`src/logic/core_types_pkg.sv`:
```
// core-wide sizes shared by the load unit and its neighbours
// covers the physical register file, its banking and the load completion queue
// import into any block that sizes a PR tag, a bank index or a cq index

package core_types_pkg;

	// ---------------------------------------------------------------------
	// physical registers

	localparam int PR_COUNT = 64;
	localparam int LOG_PR_COUNT = $clog2(PR_COUNT);

	// ---------------------------------------------------------------------
	// register file banking

	// bank index is the low PR bits
	localparam int PRF_BANK_COUNT = 4;
	localparam int LOG_PRF_BANK_COUNT = $clog2(PRF_BANK_COUNT);

	// tag bits left once the bank index is stripped
	localparam int UPPER_PR_W = LOG_PR_COUNT - LOG_PRF_BANK_COUNT;

	// ---------------------------------------------------------------------
	// load completion queue

	localparam int LDU_CQ_ENTRIES = 16;
	localparam int LOG_LDU_CQ_ENTRIES = $clog2(LDU_CQ_ENTRIES);

endpackage

```
`src/logic/ldu_iq_pkg.sv`:
```
// types and sizes of the load-unit issue queue
// holds the enqueue, slot, writeback, issue and register-read payloads
// import wherever these structs cross a port or sit in a register

package ldu_iq_pkg;

	import core_types_pkg::*;

	// queue depth, also the default for the module parameters
	localparam int LDU_IQ_ENTRIES = 4;

	// ---------------------------------------------------------------------
	// enqueue from dispatch

	typedef struct packed {
		logic valid;
		logic [3:0] op;
		logic [11:0] imm12;
		logic [LOG_PR_COUNT-1:0] A_PR;
		logic A_ready;
		logic A_is_zero;
		logic [LOG_LDU_CQ_ENTRIES-1:0] cq_index;
	} ldu_iq_enq_t;

	// slot contents, valid marks an occupied slot
	typedef struct packed {
		logic valid;
		logic [3:0] op;
		logic [11:0] imm12;
		logic [LOG_PR_COUNT-1:0] A_PR;
		logic A_ready;
		logic A_is_zero;
		logic [LOG_LDU_CQ_ENTRIES-1:0] cq_index;
	} ldu_iq_entry_t;

	// ---------------------------------------------------------------------
	// writeback bus, one tag per register-file bank

	typedef struct packed {
		logic [PRF_BANK_COUNT-1:0] valid_by_bank;
		logic [PRF_BANK_COUNT-1:0][UPPER_PR_W-1:0] upper_PR_by_bank;
	} wb_bus_t;

	// ---------------------------------------------------------------------
	// issue to the load pipeline and read request to the PRF

	typedef struct packed {
		logic valid;
		logic [3:0] op;
		logic [11:0] imm12;
		logic A_forward;
		logic A_is_zero;
		logic [LOG_PRF_BANK_COUNT-1:0] A_bank;
		logic [LOG_LDU_CQ_ENTRIES-1:0] cq_index;
	} ldu_issue_t;

	typedef struct packed {
		logic valid;
		logic [LOG_PR_COUNT-1:0] PR;
	} prf_req_t;

endpackage

```
`src/logic/pipe_reg.sv`:
```
// single register stage for any packed payload
// cleared to zero by reset, then follows d with one cycle of delay
// set T to the payload type at each instance

`timescale 1ns/1ps

module pipe_reg #(
	parameter type T = logic
) (
	input logic CLK,
	input logic nRST,

	// stage input
	input T d,

	// stage output, one cycle later
	output T q
);

	always_ff @(posedge CLK or negedge nRST) begin
		if (!nRST) begin
			q <= '0;
		end else begin
			q <= d;
		end
	end

endmodule

```
`src/logic/ldu_iq_entry.sv`:
```
// one slot of the compressing load issue queue
// each cycle it keeps its load, takes its upper neighbour's or takes the enqueue
// shift and load come from the allocator, wakeup from the banked writeback bus

`timescale 1ns/1ps

module ldu_iq_entry (
	input logic CLK,
	input logic nRST,

	// allocator controls
	input logic shift,
	input logic load,

	// candidate sources
	input ldu_iq_pkg::ldu_iq_entry_t upper,
	input ldu_iq_pkg::ldu_iq_enq_t enq,

	// writeback tags
	input ldu_iq_pkg::wb_bus_t wb_bus,

	// slot status
	output ldu_iq_pkg::ldu_iq_entry_t state,
	output logic ready_now,
	output logic woken_now
);

	import core_types_pkg::*;
	import ldu_iq_pkg::*;

	ldu_iq_entry_t src;
	ldu_iq_entry_t state_next;
	logic state_hit;

	// bank picked by the low PR bits, then compare the rest of the tag
	function automatic logic tag_hit(input wb_bus_t wb, input logic [LOG_PR_COUNT-1:0] pr);
		logic [LOG_PRF_BANK_COUNT-1:0] bank;
		logic [UPPER_PR_W-1:0] upper_tag;
		bank = pr[LOG_PRF_BANK_COUNT-1:0];
		upper_tag = pr[LOG_PR_COUNT-1:LOG_PRF_BANK_COUNT];
		return wb.valid_by_bank[bank] && (wb.upper_PR_by_bank[bank] == upper_tag);
	endfunction

	// ---------------------------------------------------------------------
	// next contents

	always_comb begin
		if (load) begin
			src.valid = enq.valid;
			src.op = enq.op;
			src.imm12 = enq.imm12;
			src.A_PR = enq.A_PR;
			src.A_ready = enq.A_ready;
			src.A_is_zero = enq.A_is_zero;
			src.cq_index = enq.cq_index;
		end else if (shift) begin
			src = upper;
		end else begin
			src = state;
		end

		// wakeup applies to whatever gets written
		state_next = src;
		state_next.A_ready = src.A_ready | tag_hit(wb_bus, src.A_PR);
	end

	always_ff @(posedge CLK or negedge nRST) begin
		if (!nRST) begin
			state <= '0;
		end else begin
			state <= state_next;
		end
	end

	// ---------------------------------------------------------------------
	// readiness seen by the selector this cycle

	assign state_hit = tag_hit(wb_bus, state.A_PR);
	assign ready_now = state.valid & (state.A_ready | state.A_is_zero | state_hit);

	// operand only arrives on the bypass this cycle
	assign woken_now = state.valid & ~state.A_ready & state_hit;

	a_shift_load_excl: assert property (@(posedge CLK) disable iff (!nRST) !(shift && load))
		else $error("slot asked to shift and load in the same cycle");

endmodule

```
`src/logic/ldu_iq_enq_alloc.sv`:
```
// shift and load control for the compressing issue queue
// slots at or above the issued one pull from their upper neighbour
// the enqueue lands in the lowest slot still free after that shift

`timescale 1ns/1ps

module ldu_iq_enq_alloc #(
	parameter int LDU_IQ_ENTRIES = ldu_iq_pkg::LDU_IQ_ENTRIES
) (
	input logic [LDU_IQ_ENTRIES-1:0] valid_vec,
	input logic [LDU_IQ_ENTRIES-1:0] issue_sel,
	input logic enq_valid,
	output logic [LDU_IQ_ENTRIES-1:0] shift_vec,
	output logic [LDU_IQ_ENTRIES-1:0] load_vec,
	output logic enq_ready
);

	logic [LDU_IQ_ENTRIES-1:0] at_or_above;
	logic [LDU_IQ_ENTRIES-1:0] valid_upper;
	logic [LDU_IQ_ENTRIES-1:0] valid_after;

	// any free slot accepts, even one freed only by this cycle's issue is not counted
	assign enq_ready = ~&valid_vec;

	// occupancy one slot up, nothing above the top
	assign valid_upper = {1'b0, valid_vec[LDU_IQ_ENTRIES-1:1]};

	always_comb begin : shift_region
		at_or_above[0] = issue_sel[0];
		for (int i = 1; i < LDU_IQ_ENTRIES; i++) begin
			at_or_above[i] = at_or_above[i-1] | issue_sel[i];
		end
	end

	assign valid_after = (at_or_above & valid_upper) | (~at_or_above & valid_vec);

	always_comb begin : lowest_free
		logic found;
		found = 1'b0;
		load_vec = '0;
		for (int i = 0; i < LDU_IQ_ENTRIES; i++) begin
			if (!valid_after[i] && !found) begin
				load_vec[i] = enq_valid & enq_ready;
				found = 1'b1;
			end
		end
	end

	// a loaded slot takes the enqueue instead of its empty neighbour
	assign shift_vec = at_or_above & ~load_vec;

	always_comb begin
		a_load_onehot: assert final ($onehot0(load_vec))
			else $error("enqueue written into more than one slot");
		a_no_load_full: assert final (!((|load_vec) && (&valid_vec)))
			else $error("enqueue written while the queue was full");
	end

endmodule

```
`src/logic/ldu_iq_issue_select.sv`:
```
// issue choice for the load issue queue
// the lowest ready slot is the oldest, since the queue compresses toward 0
// also forms the pipeline issue fields and the register-file read request

`timescale 1ns/1ps

module ldu_iq_issue_select #(
	parameter int LDU_IQ_ENTRIES = ldu_iq_pkg::LDU_IQ_ENTRIES
) (
	// slot status
	input ldu_iq_pkg::ldu_iq_entry_t [LDU_IQ_ENTRIES-1:0] states,
	input logic [LDU_IQ_ENTRIES-1:0] ready_vec,
	input logic [LDU_IQ_ENTRIES-1:0] woken_vec,

	// load pipeline can take an op
	input logic pipeline_ready,

	// chosen slot, one-hot or zero
	output logic [LDU_IQ_ENTRIES-1:0] issue_sel,

	output ldu_iq_pkg::ldu_issue_t issue,
	output ldu_iq_pkg::prf_req_t prf_req
);

	import core_types_pkg::*;
	import ldu_iq_pkg::*;

	ldu_iq_entry_t picked;
	logic picked_woken;

	// ---------------------------------------------------------------------
	// oldest ready first

	always_comb begin : oldest_ready
		logic taken;
		taken = 1'b0;
		issue_sel = '0;
		for (int i = 0; i < LDU_IQ_ENTRIES; i++) begin
			if (pipeline_ready && ready_vec[i] && !taken) begin
				issue_sel[i] = 1'b1;
				taken = 1'b1;
			end
		end
	end

	// zero when nothing is picked
	always_comb begin : pick_mux
		picked = '0;
		picked_woken = 1'b0;
		for (int i = 0; i < LDU_IQ_ENTRIES; i++) begin
			if (issue_sel[i]) begin
				picked = states[i];
				picked_woken = woken_vec[i];
			end
		end
	end

	// ---------------------------------------------------------------------
	// outputs

	always_comb begin
		issue.valid = |issue_sel;
		issue.op = picked.op;
		issue.imm12 = picked.imm12;
		issue.A_forward = picked_woken;
		issue.A_is_zero = picked.A_is_zero;
		issue.A_bank = picked.A_PR[LOG_PRF_BANK_COUNT-1:0];
		issue.cq_index = picked.cq_index;

		// forwarded or zero operands skip the register file
		prf_req.valid = (|issue_sel) & ~picked.A_is_zero & ~picked_woken;
		prf_req.PR = picked.A_PR;
	end

	always_comb begin
		a_sel_onehot: assert final ($onehot0(issue_sel))
			else $error("more than one slot selected for issue");
	end

endmodule

```
`src/logic/ldu_iq.sv`:
```
// load-unit issue queue core
// compressing queue, slot 0 holds the oldest load
// allocator feeds the slots, the selector drains the oldest ready one
// all paths are combinational apart from the slot registers

`timescale 1ns/1ps

module ldu_iq #(
	parameter int LDU_IQ_ENTRIES = ldu_iq_pkg::LDU_IQ_ENTRIES
) (
	input logic CLK,
	input logic nRST,

	// enqueue from dispatch
	input ldu_iq_pkg::ldu_iq_enq_t enq,
	output logic enq_ready,

	// banked writeback tags
	input ldu_iq_pkg::wb_bus_t wb_bus,

	// load pipeline
	input logic pipeline_ready,
	output ldu_iq_pkg::ldu_issue_t issue,

	// register-file read
	output ldu_iq_pkg::prf_req_t prf_req
);

	import ldu_iq_pkg::*;

	ldu_iq_entry_t [LDU_IQ_ENTRIES-1:0] states;
	ldu_iq_entry_t [LDU_IQ_ENTRIES-1:0] uppers;

	logic [LDU_IQ_ENTRIES-1:0] valid_vec;
	logic [LDU_IQ_ENTRIES-1:0] ready_vec;
	logic [LDU_IQ_ENTRIES-1:0] woken_vec;
	logic [LDU_IQ_ENTRIES-1:0] shift_vec;
	logic [LDU_IQ_ENTRIES-1:0] load_vec;
	logic [LDU_IQ_ENTRIES-1:0] issue_sel;

	// ---------------------------------------------------------------------
	// allocation

	ldu_iq_enq_alloc #(
		.LDU_IQ_ENTRIES(LDU_IQ_ENTRIES)
	) alloc_inst (
		.valid_vec(valid_vec),
		.issue_sel(issue_sel),
		.enq_valid(enq.valid),
		.shift_vec(shift_vec),
		.load_vec(load_vec),
		.enq_ready(enq_ready)
	);

	// ---------------------------------------------------------------------
	// slots

	for (genvar i = 0; i < LDU_IQ_ENTRIES; i++) begin : g_slot
		// top slot shifts in an empty neighbour
		if (i == LDU_IQ_ENTRIES - 1) begin : g_top
			assign uppers[i] = '0;
		end else begin : g_inner
			assign uppers[i] = states[i+1];
		end

		assign valid_vec[i] = states[i].valid;

		ldu_iq_entry slot_inst (
			.CLK(CLK),
			.nRST(nRST),
			.shift(shift_vec[i]),
			.load(load_vec[i]),
			.upper(uppers[i]),
			.enq(enq),
			.wb_bus(wb_bus),
			.state(states[i]),
			.ready_now(ready_vec[i]),
			.woken_now(woken_vec[i])
		);
	end

	// ---------------------------------------------------------------------
	// issue

	ldu_iq_issue_select #(
		.LDU_IQ_ENTRIES(LDU_IQ_ENTRIES)
	) select_inst (
		.states(states),
		.ready_vec(ready_vec),
		.woken_vec(woken_vec),
		.pipeline_ready(pipeline_ready),
		.issue_sel(issue_sel),
		.issue(issue),
		.prf_req(prf_req)
	);

	// occupied slots stay packed at the bottom
	a_no_holes: assert property (@(posedge CLK) disable iff (!nRST)
		((valid_vec + 1'b1) & valid_vec) == '0)
		else $error("gap between occupied slots");

endmodule

```
`src/logic/ldu_iq_wrapper.sv`:
```
// top level around the load issue queue
// every port passes through one register stage, so the queue is timed alone
// next_ ports feed the input stages, last_ ports come from the output stages

`timescale 1ns/1ps

module ldu_iq_wrapper (
	input logic CLK,
	input logic nRST,

	input ldu_iq_pkg::ldu_iq_enq_t next_ldu_iq_enq,
	output logic last_ldu_iq_enq_ready,

	input ldu_iq_pkg::wb_bus_t next_wb_bus,

	output ldu_iq_pkg::ldu_issue_t last_issue,
	output ldu_iq_pkg::prf_req_t last_prf_req,

	input logic next_pipeline_ready
);

	import ldu_iq_pkg::*;

	ldu_iq_enq_t ldu_iq_enq;
	logic ldu_iq_enq_ready;
	wb_bus_t wb_bus;
	ldu_issue_t issue;
	prf_req_t prf_req;
	logic pipeline_ready;

	// ---------------------------------------------------------------------
	// input stages

	pipe_reg #(.T(ldu_iq_enq_t)) enq_reg (
		.CLK(CLK), .nRST(nRST), .d(next_ldu_iq_enq), .q(ldu_iq_enq)
	);

	pipe_reg #(.T(wb_bus_t)) wb_reg (
		.CLK(CLK), .nRST(nRST), .d(next_wb_bus), .q(wb_bus)
	);

	pipe_reg #(.T(logic)) pipeline_ready_reg (
		.CLK(CLK), .nRST(nRST), .d(next_pipeline_ready), .q(pipeline_ready)
	);

	// ---------------------------------------------------------------------
	// queue core

	ldu_iq #(
		.LDU_IQ_ENTRIES(LDU_IQ_ENTRIES)
	) ldu_iq_inst (
		.CLK(CLK),
		.nRST(nRST),
		.enq(ldu_iq_enq),
		.enq_ready(ldu_iq_enq_ready),
		.wb_bus(wb_bus),
		.pipeline_ready(pipeline_ready),
		.issue(issue),
		.prf_req(prf_req)
	);

	// ---------------------------------------------------------------------
	// output stages

	pipe_reg #(.T(logic)) enq_ready_reg (
		.CLK(CLK), .nRST(nRST), .d(ldu_iq_enq_ready), .q(last_ldu_iq_enq_ready)
	);

	pipe_reg #(.T(ldu_issue_t)) issue_reg (
		.CLK(CLK), .nRST(nRST), .d(issue), .q(last_issue)
	);

	pipe_reg #(.T(prf_req_t)) prf_req_reg (
		.CLK(CLK), .nRST(nRST), .d(prf_req), .q(last_prf_req)
	);

endmodule

```
`config.mk`:
```
export PLATFORM = sky130hd
export DESIGN_NAME = ldu_iq_wrapper
export DESIGN_NICKNAME = d
export VERILOG_FILES = /design/src/logic/core_types_pkg.sv /design/src/logic/ldu_iq_pkg.sv /design/src/logic/pipe_reg.sv /design/src/logic/ldu_iq_entry.sv /design/src/logic/ldu_iq_enq_alloc.sv /design/src/logic/ldu_iq_issue_select.sv /design/src/logic/ldu_iq.sv /design/src/logic/ldu_iq_wrapper.sv
export SDC_FILE = /design/constraint.sdc
export NUM_CORES = 1
export LEC_CHECK = 0
export ABC_AREA = 1
export BUFFER_PORTS_ARGS = -buffer_cell sky130_fd_sc_hd__buf_2
export CAP_MARGIN = 20
export CELL_PAD_IN_SITES_DETAIL_PLACEMENT = 0
export CELL_PAD_IN_SITES_GLOBAL_PLACEMENT = 1
export CORE_ASPECT_RATIO = 0.5
export CORE_MARGIN = 4
export CORE_UTILIZATION = 34
export CTS_CLUSTER_SIZE = 28
export DETAILED_ROUTE_END_ITERATION = 10
export GPL_TIMING_DRIVEN = 0
export PLACE_DENSITY_LB_ADDON = 0.1
export SLEW_MARGIN = 20
export SYNTH_ARGS = -nofsm -noshare
export SYNTH_HDL_FRONTEND = slang
export SYNTH_HIERARCHICAL = 1
export SYNTH_SLANG_ARGS = --single-unit
```
`constraint.sdc`:
```
create_clock -name CLK -period 5.6 [get_ports CLK]
set_input_delay 0.28 -clock CLK [delete_from_list [all_inputs] [get_ports CLK]]
set_output_delay 0.28 -clock CLK [all_outputs]
set_load 0.01 [all_outputs]
```
---- Word level (Yosys, flattened, before mapping) ----
Index checks and enable logic that the tools add are counted.
storage, ports and cells
  register bits after elaboration ......... 199
  input port bits ......................... 52
  output and inout port bits .............. 33
  word-level logic and storage cells ...... 203
cells by class
  magnitude comparators ................... 8
  equality and inequality tests ........... 8
  mux-type cells .......................... 61
  bitwise logic cells ..................... 42
  reductions and logical operators ........ 33
operators by type and width
  kind                                                                   count
  29-bit 2-to-1 mux                                                      8
  28-bit 2-to-1 mux                                                      4
  4-bit binary-select mux with 2-bit select                              8
  4-bit == test                                                          8
  4-bit 2-to-1 mux                                                       8
  1-bit 2-to-1 mux                                                       25
  2-bit by 3-bit < comparator with 1-bit output (second input constant)  8
  1-bit logical AND                                                      18
  1-bit binary-select mux with 2-bit select                              8
  1-bit AND                                                              15
  1-bit bitwise OR                                                       15
  1-bit logical NOT                                                      9
  4-bit AND                                                              2
  4-bit inverter                                                         2
  2-bit nonzero test                                                     4
  1-bit inverter                                                         6
  4-bit by 3-bit AND with 4-bit output                                   1
  4-bit bitwise OR                                                       1
  4-bit AND reduction                                                    1
  4-bit OR reduction                                                     1

---- Longest topological paths before layout ----
  depth in word-level cells ............... 39
  depth in mapped cells ................... 32
  depth with buffers taken out ............ 31

---- By module ----
Netlist, hierarchy kept.
by module, submodules not included
  module                        times used  cells an instance  area an instance (um^2)  sequential area each (um^2)
  ldu_iq_entry                  4           242                1790.5                   725.7
  ldu_iq_issue_select           1           171                822.0                    0.0
  pipe_reg (enq_reg)            1           29                 725.7                    725.7
  pipe_reg (issue_reg)          1           25                 625.6                    625.6
  pipe_reg (wb_reg)             1           20                 500.5                    500.5
  pipe_reg (prf_req_reg)        1           7                  175.2                    175.2
  ldu_iq_enq_alloc              1           35                 171.4                    0.0
  pipe_reg (enq_ready_reg ...)  2           1                  25.0                     25.0
  ldu_iq                        1           1                  3.8                      0.0

---- Worst setup path before layout ----
No wires, ideal clock.
  kind .................................... reg-to-reg
  start point ............................. register ldu_iq_inst/g_slot[1].slot_inst/state[6] (netlist bit)
  end point ............................... register ldu_iq_inst/g_slot[3].slot_inst/state[5] (netlist bit)
  library setup time ...................... 0.119 ns
  arrival ................................. 3.470 ns
  data required time ...................... 5.481 ns
  slack ................................... 2.011 ns
  cell stages (with the launch flop) ...... 30
  path buffers ............................ 3
  period minus slack after synthesis ...... 3.589 ns
  path through ............................ dfrtp_1 buf_2 a21oi_1 o21ai_0 nand2_1 or2_2 nand2_1 nand3b_1 a21oi_1 nand2_2 nor2_2 buf_4 buf_6 nor2_4 nand2_2 nand2_2 nand2_2 nand2_2 nor2_2 nor2_1 inv_1 nor2_4 inv_2 nor2_1 nor2_2 nand3b_1 nand2_1 nor2_1 nand3_1 nand2_1
RTL lines
  what                      line                text
  start: declaration        ldu_iq_entry.sv:23  output ldu_iq_pkg::ldu_iq_entry_t state,
  start signal: assignment  ldu_iq_entry.sv:71  state <= state_next;
  end signal: assignment    ldu_iq_entry.sv:71
  end: declaration          ldu_iq_entry.sv:23

==> run summary <==
Number of DRC markers in iteration 0 = 819
Synth area leaders = dfrtp_1, nand2_1, nor2_1
RSZ-0062 raised after global routing = false
IO buf count = 84
Yosys top cell area share = 48.6%
Vias/cell = 5.14
Post-Route WL = 36500 um
Synth area leader = dfrtp_1
Routability cong. = 0.865
Final setup viols = 0
Grt ovf = 0
Hold crit path type = primary input to asynchronous set/reset pin
YS warnings = 6
Unique masters post-synth = 35
Post-layout util = 42.4%
Std-Cell Rows = 44
Clock transition at path regs = 80 ps
H-tree depth = 4
Seq pwr share = 33.0%
Slew Limit Fails = 0
Min Tclk post-route = 5170 ps
Post-synthesis sequential element count = 199
DP Area = 11300 um2
IO Pins = 85
Ant diodes = 0
Post-DP HPWL = 25100 um
Post-Syn Area = 10200 um2
Cell area after layout = 12400 um2
Leakage power = 5.86 nW
Starting Density = 34.9%
Drt first pass iters = 5
Initial antenna violation count = 0
Via count = 9483
Vias in the first global route = 9333
CTS Root Cell = clkbuf_16
WL/cell = 19.8 um
Rel. slew slack = 54.3%
Worst slew pin tran = 686 ps
Setup TNS = 0 ps
First-pass GRT wire length = 56100 um
Core area = 29300 um2
Peak VDD IR = 0.000220 V
Pwr Density = 599 nW/um2
Layout area overhead = 21.6%
Largest net degree at the start of global routing = 97
Critical Path AT = 5560 ps
Switch Pwr = 3.52 mW
Post-CTS Setup Inserts = 0
Status = completed
Critical path type = register to register
CP Capture Type = register
Die ar. = 33100 um2
Max-cap viol count = 0
DRC = 0
Seq/Total Area, Yosys = 48.6%
Clock power share = 17.8%
Final #Nets = 1494
Clock skew = 10.1 ps
Worst setup SP type = register
Combinational power share = 49.2%
Syn Area/Cell = 8.14 um2
Chip height = 131 um
Chip width = 253 um
Internal cell power = 3.93 mW
Clock Sinks = 199
CTS tree = done
Max clock buf depth = 2
Worst Path Max Fanout = 14
Final worst-path cycle share = 92.3%
Final count of hold timing violations = 0
Clock Latency Late Sink = 460 ps
Syn Inst Count = 1258
Final hold slack = 221 ps
Number of routed nets with antenna violations = 0
Worst endpoint required time = 5990 ps
TritonCTS buffer count = 17
FMAX = 193 MHz
Share of cells above drive strength 1 = 15.0%
Hold_buf cts = 51
All-Layer GR Usage = 22.7%
Switching Fraction = 47.3%
CTS resizes = 0
[per-layer routing]
layer	GRT usage, %	wire length, um	vias to the layer above
met2	34.9	15700	323
li1	-	-	4553
met5	0	0	-
met1	32.5	17600	4552
met4	8.52	936	0
met3	3.88	2310	55
[stage by stage]
step                      total power [mW]  std cells  setup slack (ps)
after floorplan                       4.88       1286              2010
after global placement                6.03       1761               581
after detailed placement              6.10       1763               481
after CTS                             7.47       1846               454
after global routing                  8.07       1846              65.3
final                                 7.46       1846               431
[area by class of cell]
class	count	area (um2)
fillers	2985	16900
inverters	98	378
repair buffers	137	996
clock inverters	14	184
clock buffers	18	439
plain buffers	50	372
flip-flops and latches	199	4980
multi-input cells	939	4610
well taps	391	489
[sequential cells by signal, indices dropped and copies added, names as in the netlist]
name and count:
ldu_iq_inst/g_slot.slot_inst/state 116, enq_reg/q 29, issue_reg/q 25, wb_reg/q 20
prf_req_reg/q 7, enq_ready_reg/q 1, pipeline_ready_reg/q 1
[critical path, stage by stage (launching register included)]
cell      delay (ps)
dfrtp_1          500
clkbuf_1         340
o21ai_0          150
a21oi_1          280
nor2_1            70
nor2_1           110
nand3b_1         230
a21oi_1          320
nand2_2          120
inv_1            110
buf_6            180
buf_4            280
nand2_1          100
o21ai_2          110
nand2_1           80
nor2_1           280
nor2_1           220
nor2_4           340
nand2_2          220
nand3_4          150
buf_6            150
nand2_1           60
nand3_1           90
a21oi_1           80
nor2_1           140
nand3_1          240
nand2_1          120
[cells by family (layout without fill, tap and decap cells)]
| logic type | after synthesis | in the layout | share of synthesized area [%] |
|---|---|---|---|
| compound gates | 239 | 239 | 13.8 |
| xor+xnor | 8 | 8 | 0.684 |
| buf+inv | 148 | 317 | 7.32 |
| flops | 199 | 199 | 48.6 |
| other cells | 1 | 29 | 0.0366 |
| simple gates | 663 | 663 | 29.5 |
[final timing paths]
kind	startpoint	end	slack, ps	cells after the start
max	ldu_iq_inst/g_slot[0].slot_inst/state[6]	ldu_iq_inst/g_slot[1].slot_inst/state[5]	430	26
min	nRST	enq_reg/q[22]	220	2
max reg2reg	ldu_iq_inst/g_slot[0].slot_inst/state[6]	ldu_iq_inst/g_slot[1].slot_inst/state[5]	430	26
min reg2reg	ldu_iq_inst/g_slot[0].slot_inst/state[3]	ldu_iq_inst/g_slot[0].slot_inst/state[3]	510	2
max in group asynchronous	nRST	wb_reg/q[0]	4640	3
min in group CLK	next_wb_bus[15]	wb_reg/q[15]	450	2
[synthesized netlist by cell type]
library cell and number:
nand3b_2 1, nand2_2 16, nand3_1 50, xnor2_1 4
nand3b_1 8, nand3_2 2, buf_6 19, a21o_1 4
buf_1 4, or2_0 8, o21ai_1 16, nor2_1 170
inv_4 4, dfrtp_1 199, o211ai_1 8, clkbuf_1 12
nor2_4 10, a21oi_1 52, nand3_4 8, o21bai_1 4
a22oi_1 28, nor3_1 5, inv_1 86, buf_4 9
o21ai_0 54, inv_2 8, nor2_2 8, conb_1 1
nand2_1 317, buf_2 6, nand4_1 56, or2_2 4
o21ai_2 5, o22ai_1 68, xor2_1 4
[power by group through the flow]
stage          registers (mW)  logic, mW  clock network, mW
5_1_grt                  2.52       4.12               1.43
6_report                 2.46       3.67               1.33
2_1_floorplan            2.35       2.53                  0
4_1_cts                  2.45       3.65               1.37
3_3_place_gp             2.47       3.56                  0
3_5_place_dp             2.48       3.62                  0
[layout by cell type, fill, tap and decap left out, types with 4 or more instances in the layout]
master,n
nand2_1,317
dfrtp_1,199
nor2_1,170
buf_2,89
inv_1,86
o22ai_1,68
nand4_1,56
o21ai_0,54
a21oi_1,52
dlygate4sd3_1,51
nand3_1,50
conb_1,29
a22oi_1,28
buf_6,19
clkbuf_16,17
nand2_2,16
o21ai_1,16
clkbuf_1,12
nor2_4,10
buf_4,9
nor2_2,8
or2_0,8
inv_2,8
nand3_4,8
nand3b_1,8
o211ai_1,8
o21ai_2,5
nor3_1,5
inv_8,4
inv_4,4
a21o_1,4
or2_2,4
xnor2_1,4
xor2_1,4
buf_1,4
o21bai_1,4
(Power assumes the default switching activity.)
